**src/design/cpu_isa_pkg.sv**
```systemverilog
`default_nettype none

package cpu_isa_pkg;

  // ~~~~~~~~~~~~~~~~~~~~~~~~~~~~~~~~~~~~~~~~~~~~~~~~~~~~~~~~~
  // Data path widths.
  localparam int DATA_WIDTH     = 32;
  localparam int ADDR_WIDTH     = 32;
  localparam int INSTR_WIDTH    = 32;
  localparam int REG_ADDR_WIDTH = 5;
  localparam int NUM_REGS       = 2 ** REG_ADDR_WIDTH;
  localparam int SEL_WIDTH      = DATA_WIDTH / 8; // One select per byte.
  localparam int INSTR_BYTES    = INSTR_WIDTH / 8;
  localparam logic [ADDR_WIDTH-1:0] RESET_PC = '0;

  // ~~~~~~~~~~~~~~~~~~~~~~~~~~~~~~~~~~~~~~~~~~~~~~~~~~~~~~~~~
  // Instruction fields.
  localparam int OPCODE_LSB   = 26;
  localparam int OPCODE_WIDTH = 6;
  localparam int RS_LSB       = 21;
  localparam int RT_LSB       = 16;
  localparam int RD_LSB       = 11;
  localparam int FUNCT_LSB    = 0;
  localparam int FUNCT_WIDTH  = 6;
  localparam int IMM_LSB      = 0;
  localparam int IMM_WIDTH    = 16;

  localparam logic [OPCODE_WIDTH-1:0] OP_RTYPE = 6'h00;
  localparam logic [OPCODE_WIDTH-1:0] OP_BEQ   = 6'h04;
  localparam logic [OPCODE_WIDTH-1:0] OP_ADDI  = 6'h08;
  localparam logic [OPCODE_WIDTH-1:0] OP_LW    = 6'h23;
  localparam logic [OPCODE_WIDTH-1:0] OP_SW    = 6'h2b;

  localparam logic [FUNCT_WIDTH-1:0] FN_ADD = 6'h20;
  localparam logic [FUNCT_WIDTH-1:0] FN_SUB = 6'h22;
  localparam logic [FUNCT_WIDTH-1:0] FN_AND = 6'h24;
  localparam logic [FUNCT_WIDTH-1:0] FN_OR  = 6'h25;
  localparam logic [FUNCT_WIDTH-1:0] FN_SLT = 6'h2a;

  typedef enum logic [2:0] {
    ALU_ADD = 3'd0, // Also the address adder.
    ALU_SUB = 3'd1,
    ALU_AND = 3'd2,
    ALU_OR  = 3'd3,
    ALU_SLT = 3'd4
  } alu_op_e;

endpackage

`default_nettype wire

```
**src/design/cpu_pipe_pkg.sv**
```systemverilog
`default_nettype none

package cpu_pipe_pkg;
  import cpu_isa_pkg::*;

  typedef struct packed {
    logic stall;
    logic flush;
  } stage_ctrl_t;

  typedef struct packed {
    stage_ctrl_t fetch;
    stage_ctrl_t decode;
    stage_ctrl_t exec;
    stage_ctrl_t result;
  } pipe_ctrl_t;

  // ~~~~~~~~~~~~~~~~~~~~~~~~~~~~~~~~~~~~~~~~~~~~~~~~~~~~~~~~~
  // Stage register payloads.
  typedef struct packed {
    logic                   valid;
    logic [ADDR_WIDTH-1:0]  pc;
    logic [INSTR_WIDTH-1:0] instr;
  } fetch_pkt_t;

  typedef struct packed {
    logic                      valid;
    logic [ADDR_WIDTH-1:0]     pc;
    logic [REG_ADDR_WIDTH-1:0] rs;
    logic [REG_ADDR_WIDTH-1:0] rt;
    logic [DATA_WIDTH-1:0]     rs_val;
    logic [DATA_WIDTH-1:0]     rt_val;
    logic [DATA_WIDTH-1:0]     imm;    // Sign extended.
    logic [REG_ADDR_WIDTH-1:0] rd;
    alu_op_e                   alu_op;
    logic                      reg_write;
    logic                      mem_read;
    logic                      mem_write;
    logic                      alu_src_imm;
    logic                      branch;
  } decode_pkt_t;

  typedef struct packed {
    logic                      valid;
    logic [ADDR_WIDTH-1:0]     pc;
    logic [DATA_WIDTH-1:0]     alu_result; // Address for loads and stores.
    logic [DATA_WIDTH-1:0]     store_data;
    logic [REG_ADDR_WIDTH-1:0] rd;
    logic                      reg_write;
    logic                      mem_read;
    logic                      mem_write;
  } exec_pkt_t;

  typedef struct packed {
    logic                      valid;
    logic [ADDR_WIDTH-1:0]     pc;
    logic [REG_ADDR_WIDTH-1:0] rd;
    logic [DATA_WIDTH-1:0]     data;
    logic                      reg_write;
  } retire_t;

endpackage

`default_nettype wire

```
**src/design/pipe_stage_register.sv**
```systemverilog
`timescale 1ns/1ns
`default_nettype none

module pipe_stage_register
  import cpu_pipe_pkg::*;
#(
  parameter type payload_t = logic
) (
  input  wire         clk,
  input  wire         reset,
  input  stage_ctrl_t ctrl,
  input  payload_t    d,
  output payload_t    q
);

  // All zeros is an invalid entry for every payload.
  always_ff @(posedge clk) begin
    if (reset || ctrl.flush) begin
      q <= '0;
    end else if (!ctrl.stall) begin
      q <= d;
    end
  end

endmodule

`default_nettype wire

```
**src/design/fetch_unit.sv**
```systemverilog
`timescale 1ns/1ns
`default_nettype none

module fetch_unit
  import cpu_isa_pkg::*, cpu_pipe_pkg::*;
(
  input  wire                    clk,
  input  wire                    reset,
  input  stage_ctrl_t            ctrl,
  input  wire                    branch_taken,
  input  wire [ADDR_WIDTH-1:0]   branch_target,
  output logic [ADDR_WIDTH-1:0]  imem_addr,
  input  wire [INSTR_WIDTH-1:0]  imem_data,
  output fetch_pkt_t             fetch_out
);

  logic [ADDR_WIDTH-1:0] pc;
  fetch_pkt_t            fetch_d;

  always_ff @(posedge clk) begin
    if (reset) begin
      pc <= RESET_PC;
    end else if (!ctrl.stall) begin
      pc <= branch_taken ? branch_target : pc + ADDR_WIDTH'(INSTR_BYTES);
    end
  end

  assign imem_addr = pc; // Instruction comes back in the same cycle.

  always_comb begin
    fetch_d.valid = 1'b1;
    fetch_d.pc    = pc;
    fetch_d.instr = imem_data;
  end

  pipe_stage_register #(.payload_t(fetch_pkt_t)) i_fetch_reg (
    .clk   (clk),
    .reset (reset),
    .ctrl  (ctrl),
    .d     (fetch_d),
    .q     (fetch_out)
  );

endmodule

`default_nettype wire

```
**src/design/instr_decode.sv**
```systemverilog
`timescale 1ns/1ns
`default_nettype none

module instr_decode
  import cpu_isa_pkg::*, cpu_pipe_pkg::*;
(
  input  wire          clk,
  input  wire          reset,
  input  stage_ctrl_t  ctrl,
  input  fetch_pkt_t   fetch_in,
  input  retire_t      wb,
  output logic         load_use,
  output decode_pkt_t  decode_out
);

  logic [OPCODE_WIDTH-1:0]   opcode;
  logic [FUNCT_WIDTH-1:0]    funct;
  logic [REG_ADDR_WIDTH-1:0] rs_idx;
  logic [REG_ADDR_WIDTH-1:0] rt_idx;
  logic [REG_ADDR_WIDTH-1:0] rd_idx;
  logic [IMM_WIDTH-1:0]      imm16;
  logic                      uses_rt;
  logic [DATA_WIDTH-1:0]     regs [NUM_REGS];
  decode_pkt_t               dec;
  decode_pkt_t               held;
  decode_pkt_t               decode_d;
  stage_ctrl_t               reg_ctrl;

  // Register 0 reads zero; a write in flight wins over the stored value.
  function automatic logic [DATA_WIDTH-1:0] bypass(
    input logic [REG_ADDR_WIDTH-1:0] idx,
    input logic [DATA_WIDTH-1:0]     val,
    input retire_t                   w
  );
    if (idx == '0) begin
      return '0;
    end
    if (w.valid && w.reg_write && w.rd == idx) begin
      return w.data;
    end
    return val;
  endfunction

  // ~~~~~~~~~~~~~~~~~~~~~~~~~~~~~~~~~~~~~~~~~~~~~~~~~~~~~~~~~
  // Register file.
  always_ff @(posedge clk) begin
    if (wb.valid && wb.reg_write && wb.rd != '0) begin
      regs[wb.rd] <= wb.data;
    end
  end

  // ~~~~~~~~~~~~~~~~~~~~~~~~~~~~~~~~~~~~~~~~~~~~~~~~~~~~~~~~~
  // Field and control decode.
  always_comb begin
    opcode  = fetch_in.instr[OPCODE_LSB +: OPCODE_WIDTH];
    funct   = fetch_in.instr[FUNCT_LSB +: FUNCT_WIDTH];
    rs_idx  = fetch_in.instr[RS_LSB +: REG_ADDR_WIDTH];
    rt_idx  = fetch_in.instr[RT_LSB +: REG_ADDR_WIDTH];
    rd_idx  = fetch_in.instr[RD_LSB +: REG_ADDR_WIDTH];
    imm16   = fetch_in.instr[IMM_LSB +: IMM_WIDTH];
    uses_rt = (opcode == OP_RTYPE) || (opcode == OP_SW) || (opcode == OP_BEQ);

    dec        = '0;
    dec.valid  = fetch_in.valid;
    dec.pc     = fetch_in.pc;
    dec.rs     = rs_idx;
    dec.rt     = rt_idx;
    dec.rs_val = bypass(rs_idx, regs[rs_idx], wb);
    dec.rt_val = bypass(rt_idx, regs[rt_idx], wb);
    dec.imm    = {{(DATA_WIDTH-IMM_WIDTH){imm16[IMM_WIDTH-1]}}, imm16};
    dec.rd     = rt_idx; // I-type destination.
    dec.alu_op = ALU_ADD;

    case (opcode)
      OP_RTYPE: begin
        dec.rd = rd_idx;
        dec.reg_write = 1'b1;
        case (funct)
          FN_ADD:  dec.alu_op = ALU_ADD;
          FN_SUB:  dec.alu_op = ALU_SUB;
          FN_AND:  dec.alu_op = ALU_AND;
          FN_OR:   dec.alu_op = ALU_OR;
          FN_SLT:  dec.alu_op = ALU_SLT;
          default: dec.reg_write = 1'b0; // Unknown funct writes nothing.
        endcase
      end
      OP_ADDI: begin
        dec.reg_write   = 1'b1;
        dec.alu_src_imm = 1'b1;
      end
      OP_LW: begin
        dec.reg_write   = 1'b1;
        dec.mem_read    = 1'b1;
        dec.alu_src_imm = 1'b1;
      end
      OP_SW: begin
        dec.mem_write   = 1'b1;
        dec.alu_src_imm = 1'b1;
      end
      OP_BEQ:  dec.branch = 1'b1;
      default: dec.reg_write = 1'b0;
    endcase
  end

  // Load in execute whose result this instruction needs.
  always_comb begin
    load_use = decode_out.valid && decode_out.mem_read && decode_out.rd != '0 &&
               fetch_in.valid &&
               (decode_out.rd == rs_idx || (uses_rt && decode_out.rd == rt_idx));
  end

  // ~~~~~~~~~~~~~~~~~~~~~~~~~~~~~~~~~~~~~~~~~~~~~~~~~~~~~~~~~
  // A held entry picks up retiring writes, since the writeback
  // register empties while the pipe waits on memory.
  always_comb begin
    held        = decode_out;
    held.rs_val = bypass(decode_out.rs, decode_out.rs_val, wb);
    held.rt_val = bypass(decode_out.rt, decode_out.rt_val, wb);
    decode_d    = ctrl.stall ? held : dec;
    reg_ctrl.stall = 1'b0;
    reg_ctrl.flush = ctrl.flush;
  end

  pipe_stage_register #(.payload_t(decode_pkt_t)) i_decode_reg (
    .clk   (clk),
    .reset (reset),
    .ctrl  (reg_ctrl),
    .d     (decode_d),
    .q     (decode_out)
  );

endmodule

`default_nettype wire

```
**src/design/execute_unit.sv**
```systemverilog
`timescale 1ns/1ns
`default_nettype none

module execute_unit
  import cpu_isa_pkg::*, cpu_pipe_pkg::*;
(
  input  wire                   clk,
  input  wire                   reset,
  input  stage_ctrl_t           ctrl,
  input  decode_pkt_t           decode_in,
  input  retire_t               fwd_wb,
  output logic                  branch_taken,
  output logic [ADDR_WIDTH-1:0] branch_target,
  output exec_pkt_t             exec_out
);

  logic [DATA_WIDTH-1:0] rs_fwd;
  logic [DATA_WIDTH-1:0] rt_fwd;
  logic [DATA_WIDTH-1:0] operand_b;
  logic [DATA_WIDTH-1:0] alu_result;
  exec_pkt_t             exec_d;

  // Newest producer first. A load in the exec register has no data yet.
  function automatic logic [DATA_WIDTH-1:0] forward(
    input logic [REG_ADDR_WIDTH-1:0] idx,
    input logic [DATA_WIDTH-1:0]     val
  );
    if (idx == '0) begin
      return '0;
    end
    if (exec_out.valid && exec_out.reg_write && !exec_out.mem_read && exec_out.rd == idx) begin
      return exec_out.alu_result;
    end
    if (fwd_wb.valid && fwd_wb.reg_write && fwd_wb.rd == idx) begin
      return fwd_wb.data;
    end
    return val;
  endfunction

  always_comb begin
    rs_fwd    = forward(decode_in.rs, decode_in.rs_val);
    rt_fwd    = forward(decode_in.rt, decode_in.rt_val);
    operand_b = decode_in.alu_src_imm ? decode_in.imm : rt_fwd;

    case (decode_in.alu_op)
      ALU_ADD: alu_result = rs_fwd + operand_b;
      ALU_SUB: alu_result = rs_fwd - operand_b;
      ALU_AND: alu_result = rs_fwd & operand_b;
      ALU_OR:  alu_result = rs_fwd | operand_b;
      ALU_SLT: alu_result = {{(DATA_WIDTH-1){1'b0}}, $signed(rs_fwd) < $signed(operand_b)};
      default: alu_result = '0;
    endcase
  end

  // ~~~~~~~~~~~~~~~~~~~~~~~~~~~~~~~~~~~~~~~~~~~~~~~~~~~~~~~~~
  // Branch resolution, no delay slot.
  always_comb begin
    branch_taken  = decode_in.valid && decode_in.branch && (rs_fwd == rt_fwd);
    branch_target = decode_in.pc + ADDR_WIDTH'(INSTR_BYTES) +
                    {decode_in.imm[ADDR_WIDTH-3:0], 2'b00}; // Word offset.
  end

  always_comb begin
    exec_d.valid      = decode_in.valid;
    exec_d.pc         = decode_in.pc;
    exec_d.alu_result = alu_result;
    exec_d.store_data = rt_fwd;
    exec_d.rd         = decode_in.rd;
    exec_d.reg_write  = decode_in.reg_write;
    exec_d.mem_read   = decode_in.mem_read;
    exec_d.mem_write  = decode_in.mem_write;
  end

  pipe_stage_register #(.payload_t(exec_pkt_t)) i_exec_reg (
    .clk   (clk),
    .reset (reset),
    .ctrl  (ctrl),
    .d     (exec_d),
    .q     (exec_out)
  );

endmodule

`default_nettype wire

```
**src/design/result_stage.sv**
```systemverilog
`timescale 1ns/1ns
`default_nettype none

module result_stage
  import cpu_isa_pkg::*, cpu_pipe_pkg::*;
(
  input  wire                   clk,
  input  wire                   reset,
  input  stage_ctrl_t           ctrl,
  input  exec_pkt_t             exec_in,
  output logic                  mem_busy,
  output logic                  wb_cyc,
  output logic                  wb_stb,
  output logic                  wb_we,
  output logic [ADDR_WIDTH-1:0] wb_adr,
  output logic [DATA_WIDTH-1:0] wb_dat_o,
  output logic [SEL_WIDTH-1:0]  wb_sel,
  input  wire  [DATA_WIDTH-1:0] wb_dat_i,
  input  wire                   wb_ack,
  output retire_t               retire
);

  logic    mem_req;
  logic    ack_q;
  retire_t retire_d;

  // Keeps cyc low for one cycle after an ack, even when the next
  // access is already waiting.
  always_ff @(posedge clk) begin
    if (reset) begin
      ack_q <= 1'b0;
    end else begin
      ack_q <= wb_cyc && wb_ack;
    end
  end

  // ~~~~~~~~~~~~~~~~~~~~~~~~~~~~~~~~~~~~~~~~~~~~~~~~~~~~~~~~~
  // Wishbone classic master.
  always_comb begin
    mem_req  = exec_in.valid && (exec_in.mem_read || exec_in.mem_write);
    wb_cyc   = mem_req && !ack_q;
    wb_stb   = wb_cyc;
    wb_we    = exec_in.mem_write;
    wb_adr   = exec_in.alu_result;
    wb_dat_o = exec_in.store_data; // Held by the exec register stall.
    wb_sel   = '1;
    mem_busy = mem_req && !(wb_cyc && wb_ack);
  end

  always_comb begin
    retire_d.valid     = exec_in.valid;
    retire_d.pc        = exec_in.pc;
    retire_d.rd        = exec_in.rd;
    retire_d.data      = exec_in.mem_read ? wb_dat_i : exec_in.alu_result;
    retire_d.reg_write = exec_in.reg_write;
  end

  pipe_stage_register #(.payload_t(retire_t)) i_wb_reg (
    .clk   (clk),
    .reset (reset),
    .ctrl  (ctrl),
    .d     (retire_d),
    .q     (retire)
  );

endmodule

`default_nettype wire

```
**src/design/pipeline_control.sv**
```systemverilog
`timescale 1ns/1ns
`default_nettype none

module pipeline_control
  import cpu_pipe_pkg::*;
(
  input  wire        load_use,
  input  wire        branch_taken,
  input  wire        mem_busy,
  output pipe_ctrl_t ctrl
);

  always_comb begin
    ctrl = '0;
    if (mem_busy) begin
      ctrl.fetch.stall  = 1'b1;
      ctrl.decode.stall = 1'b1;
      ctrl.exec.stall   = 1'b1;
      ctrl.result.flush = 1'b1; // Bubble into writeback.
    end else if (branch_taken) begin
      ctrl.fetch.flush  = 1'b1;
      ctrl.decode.flush = 1'b1;
    end else if (load_use) begin
      ctrl.fetch.stall  = 1'b1;
      ctrl.decode.flush = 1'b1;
    end
  end

endmodule

`default_nettype wire

```
**src/design/pipeline_core.sv**
```systemverilog
`timescale 1ns/1ns
`default_nettype none

module pipeline_core
  import cpu_isa_pkg::*, cpu_pipe_pkg::*;
(
  input  wire                    clk,
  input  wire                    reset,
  output logic [ADDR_WIDTH-1:0]  imem_addr,
  input  wire  [INSTR_WIDTH-1:0] imem_data,
  output logic                   wb_cyc,
  output logic                   wb_stb,
  output logic                   wb_we,
  output logic [ADDR_WIDTH-1:0]  wb_adr,
  output logic [DATA_WIDTH-1:0]  wb_dat_o,
  output logic [SEL_WIDTH-1:0]   wb_sel,
  input  wire  [DATA_WIDTH-1:0]  wb_dat_i,
  input  wire                    wb_ack,
  output retire_t                retire
);

  pipe_ctrl_t            pipe_ctrl;
  fetch_pkt_t            fetch_pkt;
  decode_pkt_t           decode_pkt;
  exec_pkt_t             exec_pkt;
  logic                  load_use;
  logic                  branch_taken;
  logic [ADDR_WIDTH-1:0] branch_target;
  logic                  mem_busy;

  fetch_unit i_fetch (
    .clk           (clk),
    .reset         (reset),
    .ctrl          (pipe_ctrl.fetch),
    .branch_taken  (branch_taken),
    .branch_target (branch_target),
    .imem_addr     (imem_addr),
    .imem_data     (imem_data),
    .fetch_out     (fetch_pkt)
  );

  instr_decode i_decode (
    .clk        (clk),
    .reset      (reset),
    .ctrl       (pipe_ctrl.decode),
    .fetch_in   (fetch_pkt),
    .wb         (retire),
    .load_use   (load_use),
    .decode_out (decode_pkt)
  );

  execute_unit i_execute (
    .clk           (clk),
    .reset         (reset),
    .ctrl          (pipe_ctrl.exec),
    .decode_in     (decode_pkt),
    .fwd_wb        (retire),
    .branch_taken  (branch_taken),
    .branch_target (branch_target),
    .exec_out      (exec_pkt)
  );

  result_stage i_result (
    .clk      (clk),
    .reset    (reset),
    .ctrl     (pipe_ctrl.result),
    .exec_in  (exec_pkt),
    .mem_busy (mem_busy),
    .wb_cyc   (wb_cyc),
    .wb_stb   (wb_stb),
    .wb_we    (wb_we),
    .wb_adr   (wb_adr),
    .wb_dat_o (wb_dat_o),
    .wb_sel   (wb_sel),
    .wb_dat_i (wb_dat_i),
    .wb_ack   (wb_ack),
    .retire   (retire)
  );

  pipeline_control i_control (
    .load_use     (load_use),
    .branch_taken (branch_taken),
    .mem_busy     (mem_busy),
    .ctrl         (pipe_ctrl)
  );

endmodule

`default_nettype wire

```
**config.mk**
```make
export PLATFORM = sky130hd
export DESIGN_NAME = pipeline_core
export DESIGN_NICKNAME = d
export VERILOG_FILES = /design/src/design/cpu_isa_pkg.sv /design/src/design/cpu_pipe_pkg.sv /design/src/design/pipe_stage_register.sv /design/src/design/fetch_unit.sv /design/src/design/instr_decode.sv /design/src/design/execute_unit.sv /design/src/design/result_stage.sv /design/src/design/pipeline_control.sv /design/src/design/pipeline_core.sv
export SDC_FILE = /design/constraint.sdc
export NUM_CORES = 2
export LEC_CHECK = 0
export CAP_MARGIN = 40
export CORE_MARGIN = 1
export CORE_UTILIZATION = 60
export DETAILED_ROUTE_END_ITERATION = 16
export DONT_BUFFER_PORTS = 1
export PLACE_DENSITY = 0.76
export SLEW_MARGIN = 5
export SYNTH_ARGS = -nofsm -noshare
export SYNTH_HDL_FRONTEND = slang
export SYNTH_SLANG_ARGS = --single-unit
export TNS_END_PERCENT = 1
```
**constraint.sdc**
```tcl
create_clock -name clk -period 11.9 [get_ports clk]
set_input_delay 0.595 -clock clk [delete_from_list [all_inputs] [get_ports clk]]
set_output_delay 0.595 -clock clk [all_outputs]
set_load 0.03 [all_outputs]
```
-- Yosys cells after proc, flatten, opt, wreduce, memory -nomap -nowiden
Memories as Yosys holds them, arrays and structs flattened. A register that Yosys moved wholly into a read port is not among the register bits.
Cells that the tools add are included.
- $add $sub $neg: 5
- magnitude comparators: 1
- equality and inequality tests: 24
- muxes and demuxes: 73
- bitwise operators: 2
- reductions and logical operators: 42
- operators with widths (kind ; count):
    two-way mux 32 bit ; 29
    one-hot mux 32 bit (5 select lines) ; 1
    two-way mux 109 bit ; 1
    adder 32 x 3 -> 32 bit, second input constant ; 2
    adder 32 bit ; 2
    == test 6 bit, second input constant ; 7
    == test 5 bit ; 8
    two-way mux 1 bit ; 35
    AND 32 bit ; 1
    == test 32 bit ; 1
    < comparator 32 bit ; 1
    bitwise OR 32 bit ; 1
    subtractor 32 bit ; 1
    logical AND 1 bit ; 21
    zero test 5 bit ; 4
    two-way mux 5 bit ; 4
    one-hot mux 3 bit (4 select lines) ; 1
    nonzero test 5 bit ; 2
    two-way mux 8 bit ; 1
    logical OR 1 bit ; 7
    == test 3 x 2 -> 1 bit, second input constant ; 2
    == test 6 x 3 -> 1 bit, second input constant ; 1
    == test 6 x 4 -> 1 bit, second input constant ; 1
    zero test 6 bit ; 1
    9 further kinds ; 12
- flip-flop bits (word level): 410
- RAM bits: 1024
- input bits: 67
- output and inout bits: 174
- logic and storage cells: 180
- memories: 1
- memory list (memory ; words ; bits a word ; read ports ; clocked after Yosys merged registers in ; write ports ; line ; RTL):
    i_decode.regs ; 32 ; 32 ; 2 ; 2 ; 1 ; instr_decode.sv:23 ; logic [DATA_WIDTH-1:0] regs [NUM_REGS];

-- Logic depth before layout (Yosys ltp)
- depth after elaboration: 16
- gate-level depth with buffers: 23
- depth with buffers taken out: 20

-- Hierarchy
A second synthesis with hierarchy kept.
- cells, all modules: 5709
- area, all modules: 76233.1 um^2
- by module, submodules not included (module ; times used ; cells an instance ; area an instance (um^2) ; sequential area each (um^2)):
    instr_decode ; 1 ; 2683 ; 49623.8 ; 30749.5
    execute_unit ; 1 ; 1351 ; 9181.3 ; 0.0
    pipe_stage_register (i_decode.i_decode_reg) ; 1 ; 491 ; 5421.4 ; 3042.9
    pipe_stage_register (i_execute.i_exec_reg) ; 1 ; 340 ; 3742.3 ; 2102.0
    pipe_stage_register (i_result.i_wb_reg) ; 1 ; 230 ; 2581.2 ; 1421.4
    pipe_stage_register (i_fetch.i_fetch_reg) ; 1 ; 210 ; 2338.5 ; 1301.2
    fetch_unit ; 1 ; 280 ; 2157.1 ; 640.6
    result_stage ; 1 ; 113 ; 1123.6 ; 20.0
    pipeline_control ; 1 ; 11 ; 63.8 ; 0.0

-- Least setup slack after synthesis
Ideal clock, no wire load.
- path type: reg-to-reg
- start: register i_result.i_wb_reg.q[0] (netlist name)
- end: register i_execute.i_exec_reg.q[63] (netlist name)
- setup time: 128 ps
- data arrival time: 4586 ps
- data required time: 11772 ps
- slack: 7187 ps
- stages on the path, launching flop included: 23
- path buffers: 3
- clock period less this slack: 4713 ps
- cells stage by stage: dfxtp_1 and2_1 clkbuf_1 and2_1 nand2_1 buf_2 mux2i_1 a211o_1 o21ai_0 ha_1 clkbuf_1 a21o_1 a21o_1 a211oi_1 o21bai_1 a21oi_1 and3_1 o21ai_0 a31oi_1 o221ai_1 a221o_1 a22oi_1 nor2_1
- word-level cells in the longest chain between the ends: 11
- elaborated cells on any way between the ends: 23
- classes of those cells: 2 x add/sub; 16 x mux; 2 x bitwise; 3 x reduce/logical
- RTL lines (what ; line ; RTL):
    start: declaration ; pipe_stage_register.sv:13 ; output payload_t q
    start signal: assignment ; pipe_stage_register.sv:19 ; q <= '0;
    start signal: assignment ; pipe_stage_register.sv:21 ; q <= d;
    logical AND 1 bit * ; execute_unit.sv:34 ; if (fwd_wb.valid && fwd_wb.reg_write && fwd_wb.rd == idx) begin
    logical AND 1 bit ; execute_unit.sv:34 ;
    two-way mux 1 bit (2 in a row) ; execute_unit.sv:34 ;
    two-way mux 1 bit ; execute_unit.sv:31 ; if (exec_out.valid && exec_out.reg_write && !exec_out.mem_read && exec_out.rd == idx) begin
    two-way mux 32 bit ; execute_unit.sv:37 ; return val;
    two-way mux 32 bit ; execute_unit.sv:34 ;
    two-way mux 32 bit ; execute_unit.sv:31 ;
    two-way mux 32 bit ; execute_unit.sv:43 ; operand_b = decode_in.alu_src_imm ? decode_in.imm : rt_fwd;
    subtractor 32 bit, or another cell as far along ; execute_unit.sv:47 ; ALU_SUB: alu_result = rs_fwd - operand_b;
    one-hot mux 32 bit (5 select lines) * ; execute_unit.sv:45 ; case (decode_in.alu_op)
    end signal: assignment ; pipe_stage_register.sv:19 ;
    end signal: assignment ; pipe_stage_register.sv:21 ;
    end: declaration ; pipe_stage_register.sv:13 ;
Every way passes the cells marked *; elsewhere a longest branch is shown, timed or not. The select of a mux whose other input is x is not followed.
A chain may end at the register's enable or synchronous reset.

-- Final worst setup path
- start: register i_result.i_wb_reg.q[37] (netlist name)
- end: register i_fetch.i_fetch_reg.q[13] (netlist name)
- word-level cells in the longest chain between the ends: 13
- elaborated cells on any way between the ends: 25
- classes of those cells: 3 x eq/ne; 18 x mux; 4 x reduce/logical
- RTL lines (what ; line ; RTL):
    == test 5 bit ; execute_unit.sv:34 ;
    logical AND 1 bit ; execute_unit.sv:34 ;
    two-way mux 1 bit (2 in a row) ; execute_unit.sv:34 ;
    two-way mux 1 bit ; execute_unit.sv:31 ;
    two-way mux 32 bit ; execute_unit.sv:37 ;
    two-way mux 32 bit ; execute_unit.sv:34 ;
    two-way mux 32 bit ; execute_unit.sv:31 ;
    == test 32 bit * ; execute_unit.sv:58 ; branch_taken = decode_in.valid && decode_in.branch && (rs_fwd == rt_fwd);
    logical AND 1 bit * ; execute_unit.sv:58 ;
    two-way mux 1 bit ; pipeline_control.sv:20 ; end else if (branch_taken) begin
    two-way mux 1 bit ; pipeline_control.sv:15 ; if (mem_busy) begin
    logical OR 1 bit ; pipe_stage_register.sv:18 ; if (reset || ctrl.flush) begin
    end signal: assignment ; pipe_stage_register.sv:19 ;
    end signal: assignment ; pipe_stage_register.sv:21 ;
    end: declaration ; pipe_stage_register.sv:13 ;
Marks and branches as above.

==> impl_metrics.toml <==
[outcome]
status = "complete, no violations"

[placed_design]
dp_hpwl_um = 138000
gp_congestion = 1.00
portBuffers = 0

[floorplanning]
dieArea_sq_um = 122000
coreArea_sq_um = 119000
die_x_um = 349
start_util_pct = 60.8
rows = 126
ioPinCount = 241
die_y_um = 349

[clock_tree]
cts_buffers = 150
clock_latency_ps = 840
cts.sinks = 1444
cts.clk_slew.worst_paths_ps = 60
cts_max_path_buffers = 3
htree_levels = 4
cts_tree = "built"
postCtsSetupBuffers = 0
root_buffer = "clkbuf_16"

[hold_path]
worst_hold_startpoint = "wb_dat_i[20]"
hold_path_class = "primary input to flip-flop"

[grt]
grt_max_degree = 159
grt_overflow = 0
track_usage_pct = 38.4
grt_antenna_before_repair = 7
grt_pass1_wl_um = 337000
grt_pass1_vias = 48900

[sta]
worstMarginPinSlew_ps = 1130
hold_violations = 0
finalSetupTns_ps = 0
finClkSkew_ps = 78.4
hold_slack_ps = 63.1
finalCriticalPeriod_ps = 6400
fin_crit_sh_pct = 53.7
drv_slew = 0
setup_viol = 0
max-slew-margin-rel_pct = 24.9
max_freq_mhz = 156
rsz0062_at_grt = "false"

[cells_and_area]
multi_input_area_sq_um = 30900
drive_gt1_share_pct = 20.6
nFillCells = 7984
layout-area-overhead-vs-synth_pct = 10.4
nNetsFinal = 5426
seq_area_sq_um = 39200
fin_util_pct = 67.2

[route]
drc = 0
drt-total-wl_um = 234000
ant_nets = 0
avgViaCountPerCell = 7.18
wire_per_inst_um = 33.8
num_vias = 49700
first_pass_iters = 6
dr.first_iter.drc_count = 7434

[critical_path]
cp-end-kind = "flip-flop"
critPathMaxFanout = 59
crit_start = "i_result.i_wb_reg.q[37]$_SDFF_PP0_"
critPathRequiredTime_ps = 12560
worstPathArrival_ps = 7060
crit_path_start_kind = "flip-flop"
critPathKind = "flip-flop to flip-flop"
rr_startpoint = "i_result.i_wb_reg.q[37]$_SDFF_PP0_"

[logic_synthesis]
synthAdderAreaFrac_pct = 2.96
synth_compound_area_share_pct = 8.13
synthXorXnorAreaFrac_pct = 1.52
synth_mux_area_share_pct = 22.4
synthCells = 5248
synth_top_family_by_area = "multiplexers"
synth.ff_latch_count = 1444
synth.cell_area_sq_um = 72100
synthSimpleGateAreaFrac_pct = 7.25
async_flop_share_pct = 0
synthDistinctLibCells = 87
ys_warn_count = 0
synth_ff_type = "edfxtp_1"
synth.avg_cell_area_sq_um = 13.7
synth_edf_count = 1024
yosysSeqAreaShare_pct = 54.3

[pwr]
power_density_nw_per_um2 = 145
p_leak_nw = 27.7
ir_drop_uv = 156

[flow_run]
drv_cap = 0
-- routing by layer --
layer | share of wire [%] | GRT usage, % | vias to the layer above
met4 | 6.9 | 23.1 | 4
met2 | 47 | 60.2 | 3945
li1 | - | - | 20200
met3 | 13 | 9.71 | 867
met5 | 0.013 | 0 | -
met1 | 34 | 48.6 | 24700
-- timing repair --
| item | in CTS | in global routing |
|---|---|---|
| gates resized for setup | 0 | 0 |
| endpoints found under the hold margin | 181 | 0 |
| hold buffers | 63 | 0 |
-- report_power, final --
group | leakage [nW] | switching, W | internal [W]
combinational | 12.2 | 0.000727 | 0.000490
sequential | 13.0 | 0.000122 | 0.00543
clock | 2.40 | 0.00213 | 0.00265
-- path summary, 6_finish.rpt --
path | end | slack [ps] | cells after the start
hold reg to reg | i_execute.i_exec_reg.q[101]$_SDFFE_PP0N_ | 450 | 2
hold / removal | i_result.i_wb_reg.q[21]$_SDFF_PP0_ | 60 | 2
setup / recovery | i_fetch.i_fetch_reg.q[13]$_SDFFE_PP0N_ | 5500 | 15
setup reg to reg | i_fetch.i_fetch_reg.q[13]$_SDFFE_PP0N_ | 5500 | 15
-- state kept, by name, summed over array words and instances (netlist names), named ones only --
register	count
i_result.i_wb_reg.q	71
i_fetch.imem_addr	32
i_result.ack_q	1
i_fetch.i_fetch_reg.q	65
i_execute.i_exec_reg.q	105
i_decode.regs	1024
i_decode.i_decode_reg.q	136
-- cells by family after synthesis --
kind of cell	after synthesis
AOI/OAI and AO/OA	933
xor gates and xnor gates	125
adders and majority gates	169
buffers and inverters	560
DFF	1444
muxes	813
other	2
and+or+nand+nor	1202
-- stage by stage --
step / cell area [sq um] / setup slack [ps] / cells / total power [W]
3_5_place_dp: 74000 / 5740 / 6573 / 0.00680
3_3_place_gp: 73500 / 5430 / 6547 / 0.00677
6_report: 79600 / 5500 / 6917 / 0.0116
4_1_cts: 79600 / 5690 / 6909 / 0.0115
2_1_floorplan: 72200 / 7190 / 5282 / 0.00644
5_1_grt: 79600 / 5270 / 6912 / 0.0118
-- worst max-delay path, cell delays in order, from the launching register on --
cell     delay (ps)
dfxtp_1         950
xor2_1          170
nor4_2          460
nand2_2          80
buf_4           310
mux2i_1         220
a211o_1         420
xor2_1          240
nor4_1          360
nand4_1         430
nor3_4          230
buf_4           550
nand2_1         490
nand2_2         550
buf_4           540
a21oi_1         100
-- placed cells by master, fill, tap and decap left out, types with 26 or more instances in the layout --
| master | count |
|---|---|
| clkbuf_16 | 152 |
| dlygate4sd3_1 | 62 |
| nor4_1 | 29 |
| a211o_1 | 62 |
| nand3_1 | 37 |
| inv_1 | 112 |
| conb_1 | 36 |
| buf_4 | 110 |
| nor2_1 | 348 |
| o22a_1 | 62 |
| mux2i_1 | 172 |
| nor2_4 | 29 |
| nand2_1 | 527 |
| xnor2_1 | 70 |
| clkinv_1 | 32 |
| clkbuf_1 | 29 |
| a211oi_1 | 28 |
| o21ai_0 | 196 |
| edfxtp_1 | 1024 |
| a21o_1 | 46 |
| xor2_1 | 55 |
| ha_1 | 166 |
| mux4_2 | 640 |
| o21bai_1 | 26 |
| and3_1 | 58 |
| a21oi_1 | 356 |
| dfxtp_1 | 394 |
| nor3_1 | 47 |
-- final cells by class --
type	count	area share, %
Antenna cell	6	0.0189
Clock buffer	185	4.98
Clock inverter	88	1.27
Inverter	116	0.547
Multi-Input combinational cell	3278	38.9
Sequential cell	1444	49.2
Tap cell	1600	2.51
Timing Repair Buffer	200	2.57
-- cell usage after synthesis (all sizes together), types with 16 or more instances --
master  instances  area share, %
a211oi         28           0.29
a21oi         357            2.5
a221oi         16           0.19
and3           58           0.50
nor4           34           0.33
xnor2          70           0.85
buf           188            1.5
clkbuf        256            1.3
inv           113           0.59
a21o           47           0.49
o22a           62           0.75
nor2          378            2.0
o21bai         26           0.27
edfxtp       1024             43
dfxtp         420             12
nand2b         16           0.14
mux2i         172            2.4
a211o          62           0.75
nand4          21           0.18
nand3          40           0.28
ha            166            2.9
nor3           52           0.37
xor2           55           0.67
mux4          640             20
a31oi          18           0.16
nand2         532            2.8
o21ai         203            1.4
Power figures use the tool's default switching activity.
